$ cat src/verilog/pcie_tlp_pkg.sv
`default_nettype none

package pcie_tlp_pkg;

   // one header or data double word
   typedef logic [31:0] tlp_dw_t;

   // one beat of the 64-bit core stream, lower DW first
   typedef logic [63:0] tlp_beat_t;

   // bus/device/function
   typedef logic [15:0] req_id_t;

   typedef logic [7:0] tlp_tag_t;
   typedef logic [6:0] lower_addr_t;

   // fmt and type bits of header DW0, bits 31 to 24
   typedef logic [7:0] tlp_fmt_type_t;

   typedef logic [9:0] tlp_length_t;
   typedef logic [2:0] cpl_status_t;
   typedef logic [11:0] byte_count_t;

   // 3-DW header codes
   localparam tlp_fmt_type_t TLP_FMT_TYPE_MWR32 = 8'h40;
   localparam tlp_fmt_type_t TLP_FMT_TYPE_MRD32 = 8'h00;
   localparam tlp_fmt_type_t TLP_FMT_TYPE_CPLD  = 8'h4A;

   // every request and completion moves one qword
   localparam tlp_length_t TLP_LENGTH_QWORD = 10'd2;

   localparam cpl_status_t CPL_STATUS_SC  = 3'b000;
   localparam byte_count_t CPL_BYTE_COUNT = 12'd8;

   // what a completion needs to know about its read request
   typedef struct packed {
      req_id_t     requester_id;
      tlp_tag_t    tag;
      lower_addr_t lower_addr;
   } rc_info_t;

endpackage

`default_nettype wire

$ cat src/verilog/pio_regs_pkg.sv
`default_nettype none

package pio_regs_pkg;

   // qword address, DW2 bits 15 to 3
   typedef logic [12:0] pio_addr_t;

   typedef logic [63:0] pio_data_t;

   typedef logic [1:0] fifo_reset_t;

   typedef struct packed {
      pio_addr_t addr;
      pio_data_t data;
   } pio_req_t;

   // register map
   localparam pio_addr_t REG_IRQ        = 13'd0;
   localparam pio_addr_t REG_COUNT      = 13'd1;
   localparam pio_addr_t REG_EXT_STATUS = 13'd2;
   localparam pio_addr_t REG_FIFO_RESET = 13'd8;

   // both FIFOs held in reset until software releases them
   localparam fifo_reset_t FIFO_RESET_INIT = 2'b11;

endpackage

`default_nettype wire
$ cat src/verilog/pcie_pio_top.sv
`timescale 1ns/1ps
`default_nettype none

module pcie_pio_top
#(
   parameter int IRQ_COUNT = 4
)
(
   input  wire                          clock,
   input  wire                          rst,
   input  wire pcie_tlp_pkg::req_id_t   completer_id,
   // receive stream from the core
   input  wire                          rx_tvalid,
   input  wire                          rx_tlast,
   input  wire pcie_tlp_pkg::tlp_beat_t rx_tdata,
   // transmit stream to the core
   input  wire                          tx_tready,
   output logic                         tx_tvalid,
   output logic                         tx_tlast,
   output pcie_tlp_pkg::tlp_beat_t      tx_tdata,
   input  wire [IRQ_COUNT-1:0]          irq_source,
   input  wire pio_regs_pkg::pio_data_t ext_status,
   output logic                         interrupt_out,
   output pio_regs_pkg::fifo_reset_t    fifo_reset
);
   import pcie_tlp_pkg::*;
   import pio_regs_pkg::*;

   logic      write_strobe;
   pio_req_t  write_req;
   logic      read_strobe;
   pio_addr_t read_addr;
   rc_info_t  rc_info;
   logic      rc_done;
   pio_data_t rc_data;

   pcie_rx rx
   (
      .clock        (clock),
      .rst          (rst),
      .rx_tvalid    (rx_tvalid),
      .rx_tlast     (rx_tlast),
      .rx_tdata     (rx_tdata),
      .write_strobe (write_strobe),
      .write_req    (write_req),
      .read_strobe  (read_strobe),
      .read_addr    (read_addr),
      .rc_info      (rc_info)
   );

   pio_regs #(.IRQ_COUNT(IRQ_COUNT)) regs
   (
      .clock         (clock),
      .rst           (rst),
      .write_strobe  (write_strobe),
      .write_req     (write_req),
      .read_strobe   (read_strobe),
      .read_addr     (read_addr),
      .irq_source    (irq_source),
      .ext_status    (ext_status),
      .interrupt_out (interrupt_out),
      .fifo_reset    (fifo_reset),
      .rc_done       (rc_done),
      .rc_data       (rc_data)
   );

   pcie_tx tx
   (
      .clock        (clock),
      .rst          (rst),
      .completer_id (completer_id),
      .rc_done      (rc_done),
      .rc_data      (rc_data),
      .rc_info      (rc_info),
      .tx_tready    (tx_tready),
      .tx_tvalid    (tx_tvalid),
      .tx_tlast     (tx_tlast),
      .tx_tdata     (tx_tdata)
   );

endmodule

`default_nettype wire

$ cat src/verilog/pcie_rx.sv
`timescale 1ns/1ps
`default_nettype none

module pcie_rx
(
   input  wire                       clock,
   input  wire                       rst,
   input  wire                       rx_tvalid,
   input  wire                       rx_tlast,
   input  wire pcie_tlp_pkg::tlp_beat_t rx_tdata,
   output logic                      write_strobe,
   output pio_regs_pkg::pio_req_t    write_req,
   output logic                      read_strobe,
   output pio_regs_pkg::pio_addr_t   read_addr,
   output pcie_tlp_pkg::rc_info_t    rc_info
);
   import pcie_tlp_pkg::*;
   import pio_regs_pkg::*;

   typedef enum logic [1:0] {ST_HEADER, ST_ADDRESS, ST_DATA} rx_state_t;

   rx_state_t     state;
   tlp_fmt_type_t fmt_type;
   req_id_t       requester_id;
   tlp_tag_t      tag;
   pio_req_t      req;
   tlp_dw_t       rx_dw_lo;
   tlp_dw_t       rx_dw_hi;

   assign rx_dw_lo = rx_tdata[31:0];
   assign rx_dw_hi = rx_tdata[63:32];

   // beat position and strobes
   always_ff @(posedge clock)
   begin
      if (rst)
      begin
         state        <= ST_HEADER;
         write_strobe <= 1'b0;
         read_strobe  <= 1'b0;
      end
      else
      begin
         write_strobe <= 1'b0;
         read_strobe  <= 1'b0;
         if (rx_tvalid)
         begin
            case (state)
               ST_HEADER:
                  if (!rx_tlast)
                     state <= ST_ADDRESS;
               ST_ADDRESS:
                  if (rx_tlast)
                  begin
                     state       <= ST_HEADER;
                     read_strobe <= (fmt_type == TLP_FMT_TYPE_MRD32);
                  end
                  else
                     state <= ST_DATA;
               // longer payloads stay here until tlast and are dropped
               ST_DATA:
                  if (rx_tlast)
                  begin
                     state        <= ST_HEADER;
                     write_strobe <= (fmt_type == TLP_FMT_TYPE_MWR32);
                  end
               default:
                  state <= ST_HEADER;
            endcase
         end
      end
   end

   // header fields and payload as they pass
   always_ff @(posedge clock)
   begin
      if (rx_tvalid)
      begin
         case (state)
            ST_HEADER:
            begin
               fmt_type     <= rx_dw_lo[31:24];
               requester_id <= rx_dw_hi[31:16];
               tag          <= rx_dw_hi[15:8];
            end
            ST_ADDRESS:
            begin
               req.addr       <= rx_dw_lo[15:3];
               req.data[31:0] <= rx_dw_hi;
            end
            ST_DATA:
               req.data[63:32] <= rx_dw_lo;
            default:
               req.addr <= rx_dw_lo[15:3];
         endcase
         // held for the completion until the next read
         if (state == ST_ADDRESS && rx_tlast && fmt_type == TLP_FMT_TYPE_MRD32)
         begin
            rc_info.requester_id <= requester_id;
            rc_info.tag          <= tag;
            rc_info.lower_addr   <= {rx_dw_lo[6:2], 2'b00};
         end
      end
   end

   assign write_req = req;
   assign read_addr = req.addr;

endmodule

`default_nettype wire

$ cat src/verilog/pcie_tx.sv
`timescale 1ns/1ps
`default_nettype none

module pcie_tx
(
   input  wire                          clock,
   input  wire                          rst,
   input  wire pcie_tlp_pkg::req_id_t   completer_id,
   input  wire                          rc_done,
   input  wire pio_regs_pkg::pio_data_t rc_data,
   input  wire pcie_tlp_pkg::rc_info_t  rc_info,
   input  wire                          tx_tready,
   output logic                         tx_tvalid,
   output logic                         tx_tlast,
   output pcie_tlp_pkg::tlp_beat_t      tx_tdata
);
   import pcie_tlp_pkg::*;

   typedef enum logic [1:0] {ST_IDLE, ST_BEAT0, ST_BEAT1, ST_BEAT2} tx_state_t;

   tx_state_t state;
   tlp_dw_t   cpl_dw0;
   tlp_dw_t   cpl_dw1;
   tlp_dw_t   cpl_dw2;
   tlp_beat_t beat0;
   tlp_beat_t beat1;
   tlp_beat_t beat2;

   // tc, attr, td and ep all zero
   assign cpl_dw0 = {TLP_FMT_TYPE_CPLD, 14'd0, TLP_LENGTH_QWORD};
   assign cpl_dw1 = {completer_id, CPL_STATUS_SC, 1'b0, CPL_BYTE_COUNT};
   assign cpl_dw2 = {rc_info.requester_id, rc_info.tag, 1'b0, rc_info.lower_addr};

   always_ff @(posedge clock)
   begin
      if (rc_done)
      begin
         beat0 <= {cpl_dw1, cpl_dw0};
         beat1 <= {rc_data[31:0], cpl_dw2};
         beat2 <= {32'd0, rc_data[63:32]};
      end
   end

   // each beat waits for tready
   always_ff @(posedge clock)
   begin
      if (rst)
         state <= ST_IDLE;
      else
      begin
         case (state)
            ST_IDLE:
               if (rc_done)
                  state <= ST_BEAT0;
            ST_BEAT0:
               if (tx_tready)
                  state <= ST_BEAT1;
            ST_BEAT1:
               if (tx_tready)
                  state <= ST_BEAT2;
            ST_BEAT2:
               if (tx_tready)
                  state <= ST_IDLE;
            default:
               state <= ST_IDLE;
         endcase
      end
   end

   assign tx_tvalid = (state != ST_IDLE);
   assign tx_tlast  = (state == ST_BEAT2);

   always_comb
   begin
      case (state)
         ST_BEAT0: tx_tdata = beat0;
         ST_BEAT1: tx_tdata = beat1;
         ST_BEAT2: tx_tdata = beat2;
         default:  tx_tdata = '0;
      endcase
   end

endmodule

`default_nettype wire

$ cat src/verilog/pio_regs.sv
`timescale 1ns/1ps
`default_nettype none

module pio_regs
#(
   parameter int IRQ_COUNT = 4
)
(
   input  wire                             clock,
   input  wire                             rst,
   input  wire                             write_strobe,
   input  wire pio_regs_pkg::pio_req_t     write_req,
   input  wire                             read_strobe,
   input  wire pio_regs_pkg::pio_addr_t    read_addr,
   input  wire [IRQ_COUNT-1:0]             irq_source,
   input  wire pio_regs_pkg::pio_data_t    ext_status,
   output logic                            interrupt_out,
   output pio_regs_pkg::fifo_reset_t       fifo_reset,
   output logic                            rc_done,
   output pio_regs_pkg::pio_data_t         rc_data
);
   import pio_regs_pkg::*;

   logic [IRQ_COUNT-1:0] irq_mask;
   logic [IRQ_COUNT-1:0] irq_status;
   logic [IRQ_COUNT-1:0] irq_prev;
   pio_data_t            count;
   logic                 status_read;

   assign status_read = read_strobe && (read_addr == REG_IRQ);

   always_ff @(posedge clock)
   begin
      if (rst)
      begin
         irq_mask      <= '0;
         irq_status    <= '0;
         count         <= '0;
         fifo_reset    <= FIFO_RESET_INIT;
         interrupt_out <= 1'b0;
         rc_done       <= 1'b0;
      end
      else
      begin
         count         <= count + 64'd1;
         interrupt_out <= |(irq_mask & (irq_source ^ irq_prev));
         rc_done       <= read_strobe;
         // events in the clearing cycle are lost
         if (status_read)
            irq_status <= '0;
         else
            irq_status <= irq_status | irq_source;
         if (write_strobe)
         begin
            case (write_req.addr)
               REG_IRQ:        irq_mask   <= write_req.data[IRQ_COUNT-1:0];
               REG_FIFO_RESET: fifo_reset <= write_req.data[1:0];
               default:        ;
            endcase
         end
      end
   end

   // previous level for change detection
   always_ff @(posedge clock)
   begin
      irq_prev <= irq_source;
   end

   // read data held until the next read
   always_ff @(posedge clock)
   begin
      if (read_strobe)
      begin
         case (read_addr)
            REG_IRQ:        rc_data <= pio_data_t'(irq_status);
            REG_COUNT:      rc_data <= count;
            REG_EXT_STATUS: rc_data <= ext_status;
            REG_FIFO_RESET: rc_data <= pio_data_t'(fifo_reset);
            default:        rc_data <= '0;
         endcase
      end
   end

endmodule

`default_nettype wire

$ cat config.mk
export PLATFORM = sky130hd
export DESIGN_NAME = pcie_pio_top
export DESIGN_NICKNAME = d
export VERILOG_FILES = /design/src/verilog/pcie_tlp_pkg.sv /design/src/verilog/pio_regs_pkg.sv /design/src/verilog/pcie_pio_top.sv /design/src/verilog/pcie_rx.sv /design/src/verilog/pcie_tx.sv /design/src/verilog/pio_regs.sv
export SDC_FILE = /design/constraint.sdc
export NUM_CORES = 1
export LEC_CHECK = 0
export BUFFER_PORTS_ARGS = -buffer_cell sky130_fd_sc_hd__clkbuf_2
export CORE_ASPECT_RATIO = 1.4
export CORE_MARGIN = 5
export CORE_UTILIZATION = 50
export CTS_CLUSTER_SIZE = 28
export DETAILED_ROUTE_END_ITERATION = 8
export PLACE_DENSITY = 0.71
export SLEW_MARGIN = 40
export SYNTH_ARGS = -nofsm -noshare
export SYNTH_HDL_FRONTEND = slang
export SYNTH_SLANG_ARGS = --single-unit
$ cat constraint.sdc
create_clock -name clock -period 6.2 [get_ports clock]
set_input_delay 1.24 -clock clock [delete_from_list [all_inputs] [get_ports clock]]
set_output_delay 1.24 -clock clock [all_outputs]
set_load 0.02 [all_outputs]
; ---- Word-level counts from Yosys, hierarchy flattened
; Cells that the tools add are included.
[word_totals]
register_bits = 337
latchBits = 0
mem_bits_rw = 0
rom_bits = 0
output_inout_bits = 69
n_memories = 0
[classes]
n_addsub = 1
mul = 0
div = 0
magnitude_cmp = 0
n_eq_ne = 15
n_shift = 0
muxes = 11
bitwise_logic = 8
reduce_logical = 21
[op_table]
columns = op, count
row1 = case mux 64 bit (4 select lines), 1
row2 = case mux 64 bit (3 select lines), 1
row3 = "adder 64 x 1 -> 64 bit, second input constant", 1
row4 = 2-to-1 mux 2 bit, 7
row5 = "equality test 13 x 1 -> 1 bit, second input constant", 1
row6 = "equality test 13 x 2 -> 1 bit, second input constant", 1
row7 = "equality test 13 x 4 -> 1 bit, second input constant", 1
row8 = logical NOT 13 bit, 1
row9 = "!= test 2 bit, second input constant", 6
row10 = AND reduction 2 bit, 6
row11 = OR reduction 4 bit, 3
row12 = "equality test 8 x 7 -> 1 bit, second input constant", 1
row13 = logical NOT 8 bit, 1
row14 = case mux 2 bit (4 select lines), 1
row15 = "equality test 2 bit, second input constant", 3
row16 = case mux 2 bit (3 select lines), 1
row17 = inverter 1 bit, 5
row18 = bitwise AND 4 bit, 1
row19 = "equality test 2 x 1 -> 1 bit, second input constant", 2
row20 = logical NOT 2 bit, 2
row21 = bitwise OR 4 bit, 1
row22 = AND reduction 4 bit, 1
row23 = OR reduction 2 bit, 2
row24 = XOR 4 bit, 1
row25 = 3 further kinds, 5

; ---- Depth between registers and ports, before layout
[logic_depth]
depth_word = 4
depth_mapped = 7
depth_no_buf = 6

; ---- Modules after synthesis
; From an unflattened synthesis, not the netlist that was laid out.
[unflattened]
hier_cells = 994
area_unflattened_um2 = 14891.8
[by_module_without_submodules]
columns = module, n_inst, cells_each, area_each_um2
row1 = pio_regs, 1, 571, 6183.4
row2 = pcie_rx, 1, 176, 4490.6
row3 = pcie_tx, 1, 247, 4217.8

; ---- Least setup slack after synthesis
; Ideal clock, no wire load.
[synth_timing]
path_type = input to register
start = in rx_tvalid
end = reg, netlist name rx.rc_info[10]
setup_time_ps = 451
t_arrival_ps = 3575
t_required_ps = 5749
slack_ps = 2174
cell_stages = 3
path_buffers = 0
path_cell_list = nor2b_1 > nand2_1 > nor3_1
[synth_via]
elab_chain_len = 1
[synth_rtl]
columns = item, line_no
row1 = "start, declared", pcie_pio_top.sv:13  ; input wire rx_tvalid,
row2 = AND reduction 2 bit (no source line), n/a
; Every way passes these cells.
; A chain may end at the register's enable or synchronous reset.

; ---- Worst setup path in the final report
[layout_timing]
start = reg tx.state[1]
end = out tx_tdata[53]
[layout_via]
elab_chain_len = 2
word_cells_on_any_way = 4
classes_between = eq/ne: 3 / mux: 1
[layout_rtl]
columns = item, line_no
row1 = "start, declared", pcie_tx.sv:21  ; tx_state_t state;
row2 = "start signal, assigned", pcie_tx.sv:48  ; state <= ST_IDLE;
row3 = "start signal, assigned", pcie_tx.sv:54  ; state <= ST_BEAT0;
row4 = "start signal, assigned", pcie_tx.sv:57  ; state <= ST_BEAT1;
row5 = equality test 2 bit / equality test 2 x 1 -> 1 bit (equally long branches), pcie_tx.sv:75  ; case (state)
row6 = case mux 64 bit (3 select lines) (*), pcie_tx.sv:75
row7 = "end, declared", pcie_pio_top.sv:20  ; output pcie_tlp_pkg::tlp_beat_t tx_tdata,
; Every way passes the cells marked *; elsewhere a longest branch is shown, timed or not.

==> flow_summary_export.csv <==
group,metric,value,unit
status,status,"finished, final reports clean",
final_layout,drive_gt1_frac,0.262,
sta,hold_viol_final,0,
placed_design,place.gp.congestion,0.876,
critical_path,reg2regPathDepth,6,
critical_path,crit_type,"reg -> out",
placed_design,portBuffers,207,
sta,fin_tns_setup,0,ns
pwr,fin_total_pwr,0.00455,W
floorplan,ioPinCount,222,
floorplan,fp.dieH,199,microns
clock_network,hold_buffers,0,
critical_path,slowest_stage,"dfxtp_1",
synthesis,ys_seq_elements,337,
sta,fin_crit_sh,0.621,
pwr,p_sw_frac,0.207,
detailed_routing,wl,27600,microns
sta,drv_slew,0,
clock_network,cts_buffers,31,
sta,holdWs,0.405,ns
grt,grt_usage,0.185,
clock_network,cts_resized,0,
floorplan,coreArea,0.0254,sq mm
synthesis,syn_inst,890,
critical_path,critical_path.max_stage_delay,0.51,ns
floorplan,die_w,145,microns
clock_network,clockBufferDepth,3,
pwr,power_density,298,mW/mm^2
sta,fin_crit,3.85,ns
pwr,combPwrFrac,0.043,
clock_network,clockRootBuffer,"clkbuf_16",
critical_path,crit_family,"buffers and inverters",
pwr,internal-power,0.00361,W
synthesis,synth_cell_type_count,48,
pwr,switching_power,0.000940,W
floorplan,die-area,0.0290,sq mm
critical_path,critPathRequiredTime,4.96,ns
sta,tightest_slew,0.789,ns
sta,fin_skew,0.0191,ns
detailed_routing,routedWlPerCell,19.2,microns
final_layout,nFillCells,2010,
grt,grt_overflow,0,
hold_path,min_path_cells,0,
final_layout,seq_area,0.00927,sq mm
placed_design,place_hpwl,19200,microns
grt,grt_start_max_net_pins,65,
detailed_routing,viasPerCell,5.54,
final_layout,post-route-util,0.601,
synthesis,synth_edf_count,251,
grt,grt_first_pass_wirelength,42900,microns
final_layout,area_growth,19.0,%
synthesis,synth_warnings,0,
synthesis,synth-async-reset-ratio,0,
final_layout,num-nets-final,1255,
critical_path,cp-end-kind,"output pin",
clock_network,clock_latency,0.57,ns
synthesis,syn_area_per_cell,14.4,sq um
critical_path,cp.depth,6,
final_layout,antenna_cells,0,
detailed_routing,drtIter0Drc,515,
sta,fmax,260,MHz
clock_network,clock_sinks,337,
clock_network,postCtsSetupBuffers,0,
critical_path,cp-start-kind,"register",
hold_path,hold_class,"reg -> reg",
placed_design,pre_cts_ws,2.88,ns
detailed_routing,vias,7971,
sta,slew_headroom,0.469,
floorplan,core.rowCount,69,
grt,antenna_found_initial,1,
detailed_routing,ant_nets,0,
pwr,pwr-share-clk,0.420,
clock_network,cts_tree,"yes",
critical_path,worstPathMaxFanout,57,
flow_run,max-cap-violations,0,
sta,setup_slack,2.35,ns
critical_path,cp_num_buf_inv,3,
sta,rsz0062_at_grt,"no",
critical_path,arrival,2.61,ns
pwr,p_leak,5.51,nW
detailed_routing,first_pass_iters,5,
critical_path,crit_chain,"inv_1, ha_1, nor2b_4, buf_4, a22o_1, clkbuf_2",
floorplan,initial_core_util,0.505,
synthesis,ys_seq_area_frac,0.722,
detailed_routing,drc,0,
synthesis,netlist_area,0.0128,sq mm
pwr,peakVddDrop,279,uV
clock_network,htreeDepth,1,
sta,finalSetupViolCount,0,
pwr,sequentialPowerShare,0.537,
final_layout,multi_input_area,0.00335,sq mm
clock_network,clkSlewWorstSetupHoldPaths,0.06,ns
synthesis,synth_fp_nets,1049,
grt,first_global_vias,8009,
synthesis,synth-main-ff-cell,"edfxtp_1",
[metrics by stage]
step / std cells / cell area (sq um)
2_1_floorplan: 890 / 12800
3_3_place_gp: 1379 / 14200
3_5_place_dp: 1382 / 14200
4_1_cts: 1440 / 15200
5_1_grt: 1440 / 15300
6_report: 1440 / 15300
[synthesized netlist by cell type, types with 9 or more instances]
library cell / number / area [sq um]
a21oi_1: 32 / 160
a22o_1: 101 / 885
a22oi_1: 9 / 67.6
and2_1: 19 / 119
clkbuf_1: 29 / 109
dfxtp_1: 86 / 1720
edfxtp_1: 251 / 7540
inv_1: 18 / 67.6
nand2_1: 34 / 128
nand3_1: 31 / 155
nand4_1: 34 / 213
nor2_1: 60 / 225
nor3_1: 19 / 95.1
nor4_1: 11 / 68.8
o21ai_0: 15 / 75.1
or3_1: 12 / 75.1
xnor2_1: 13 / 114
xor2_1: 30 / 263
[sequential cells by signal, summed over array words and instances (netlist names)]
register / flops
rx.read_strobe: 1
regs.interrupt_out: 1
tx.beat2: 32
rx.fmt_type: 8
regs.rc_data: 64
rx.tag: 8
rx.write_req: 4
regs.irq_prev: 4
rx.state: 2
regs.irq_status: 4
rx.read_addr: 13
rx.write_strobe: 1
regs.fifo_reset: 2
tx.beat0: 16
tx.beat1: 61
regs.count: 64
rx.rc_info: 29
regs.rc_done: 1
rx.requester_id: 16
regs.irq_mask: 4
tx.state: 2
[worst paths after layout]
path	startpoint	endpoint	slack, ns
setup / recovery	tx.state[1]	tx_tdata[53]	2.35
hold / removal	regs.rc_data[62]	tx.beat2[30]	0.40
setup reg to reg	regs.count[0]	regs.count[60]	3.35
hold reg to reg	regs.rc_data[62]	tx.beat2[30]	0.40
[logic make-up after synthesis]
group           count (synthesis)  synth area share
xor+xnor                       43            0.0294
mux                             1          0.000781
flops                         337             0.722
fa+ha+maj                       6           0.00586
compound gates                180             0.107
buf+inv                        61            0.0198
simple gates                  262             0.115
[power by group through the flow]
| stage | registers, W | logic [W] | clock network (W) |
|---|---|---|---|
| floorplan | 0.00249 | 0.000105 | 0 |
| global placement | 0.00249 | 0.000188 | 0 |
| detailed placement | 0.00249 | 0.000197 | 0 |
| CTS | 0.00244 | 0.000197 | 0.00195 |
| global route | 0.00245 | 0.000216 | 0.00205 |
| finish | 0.00244 | 0.000195 | 0.00191 |
[layer usage]
metal | GRT usage | share of wire | up-vias
li1 | - | - | 3845
met3 | 0.0333 | 0.063 | 42
met4 | 0.0567 | 0.023 | 2
met2 | 0.332 | 0.52 | 241
met5 | 0 | 0.00025 | -
met1 | 0.228 | 0.39 | 3841
[cells in the final DEF, fill, tap and decap left out, types with 4 or more instances in the layout]
| cell type | Yosys | routed |
|---|---|---|
| a21oi_1 | 32 | 32 |
| a22o_1 | 101 | 101 |
| a22oi_1 | 9 | 9 |
| and2_1 | 19 | 19 |
| and3_1 | 5 | 4 |
| buf_4 | 0 | 6 |
| bufinv_16 | 0 | 4 |
| clkbuf_1 | 29 | 5 |
| clkbuf_16 | 0 | 31 |
| clkbuf_2 | 0 | 207 |
| clkinv_2 | 0 | 7 |
| dfxtp_1 | 86 | 84 |
| edfxtp_1 | 251 | 251 |
| ha_1 | 6 | 6 |
| inv_1 | 18 | 18 |
| nand2_1 | 34 | 34 |
| nand3_1 | 31 | 31 |
| nand4_1 | 34 | 34 |
| nor2_1 | 60 | 59 |
| nor2b_1 | 8 | 4 |
| nor3_1 | 19 | 18 |
| nor4_1 | 11 | 11 |
| o21a_1 | 8 | 8 |
| o21ai_0 | 15 | 15 |
| o31ai_1 | 6 | 6 |
| or3_1 | 12 | 12 |
| or4_1 | 6 | 6 |
| xnor2_1 | 13 | 13 |
| xor2_1 | 30 | 30 |
[layout make-up]
cell class | count | area share
sequential | 337 | 0.607
multi-input combinational | 492 | 0.220
timing repair buffer | 216 | 0.0745
clock inverter | 21 | 0.0148
tap | 319 | 0.0262
inverter | 18 | 0.00443
clock buffer | 37 | 0.0530
Note: power is estimated with default switching activity, not from simulation.
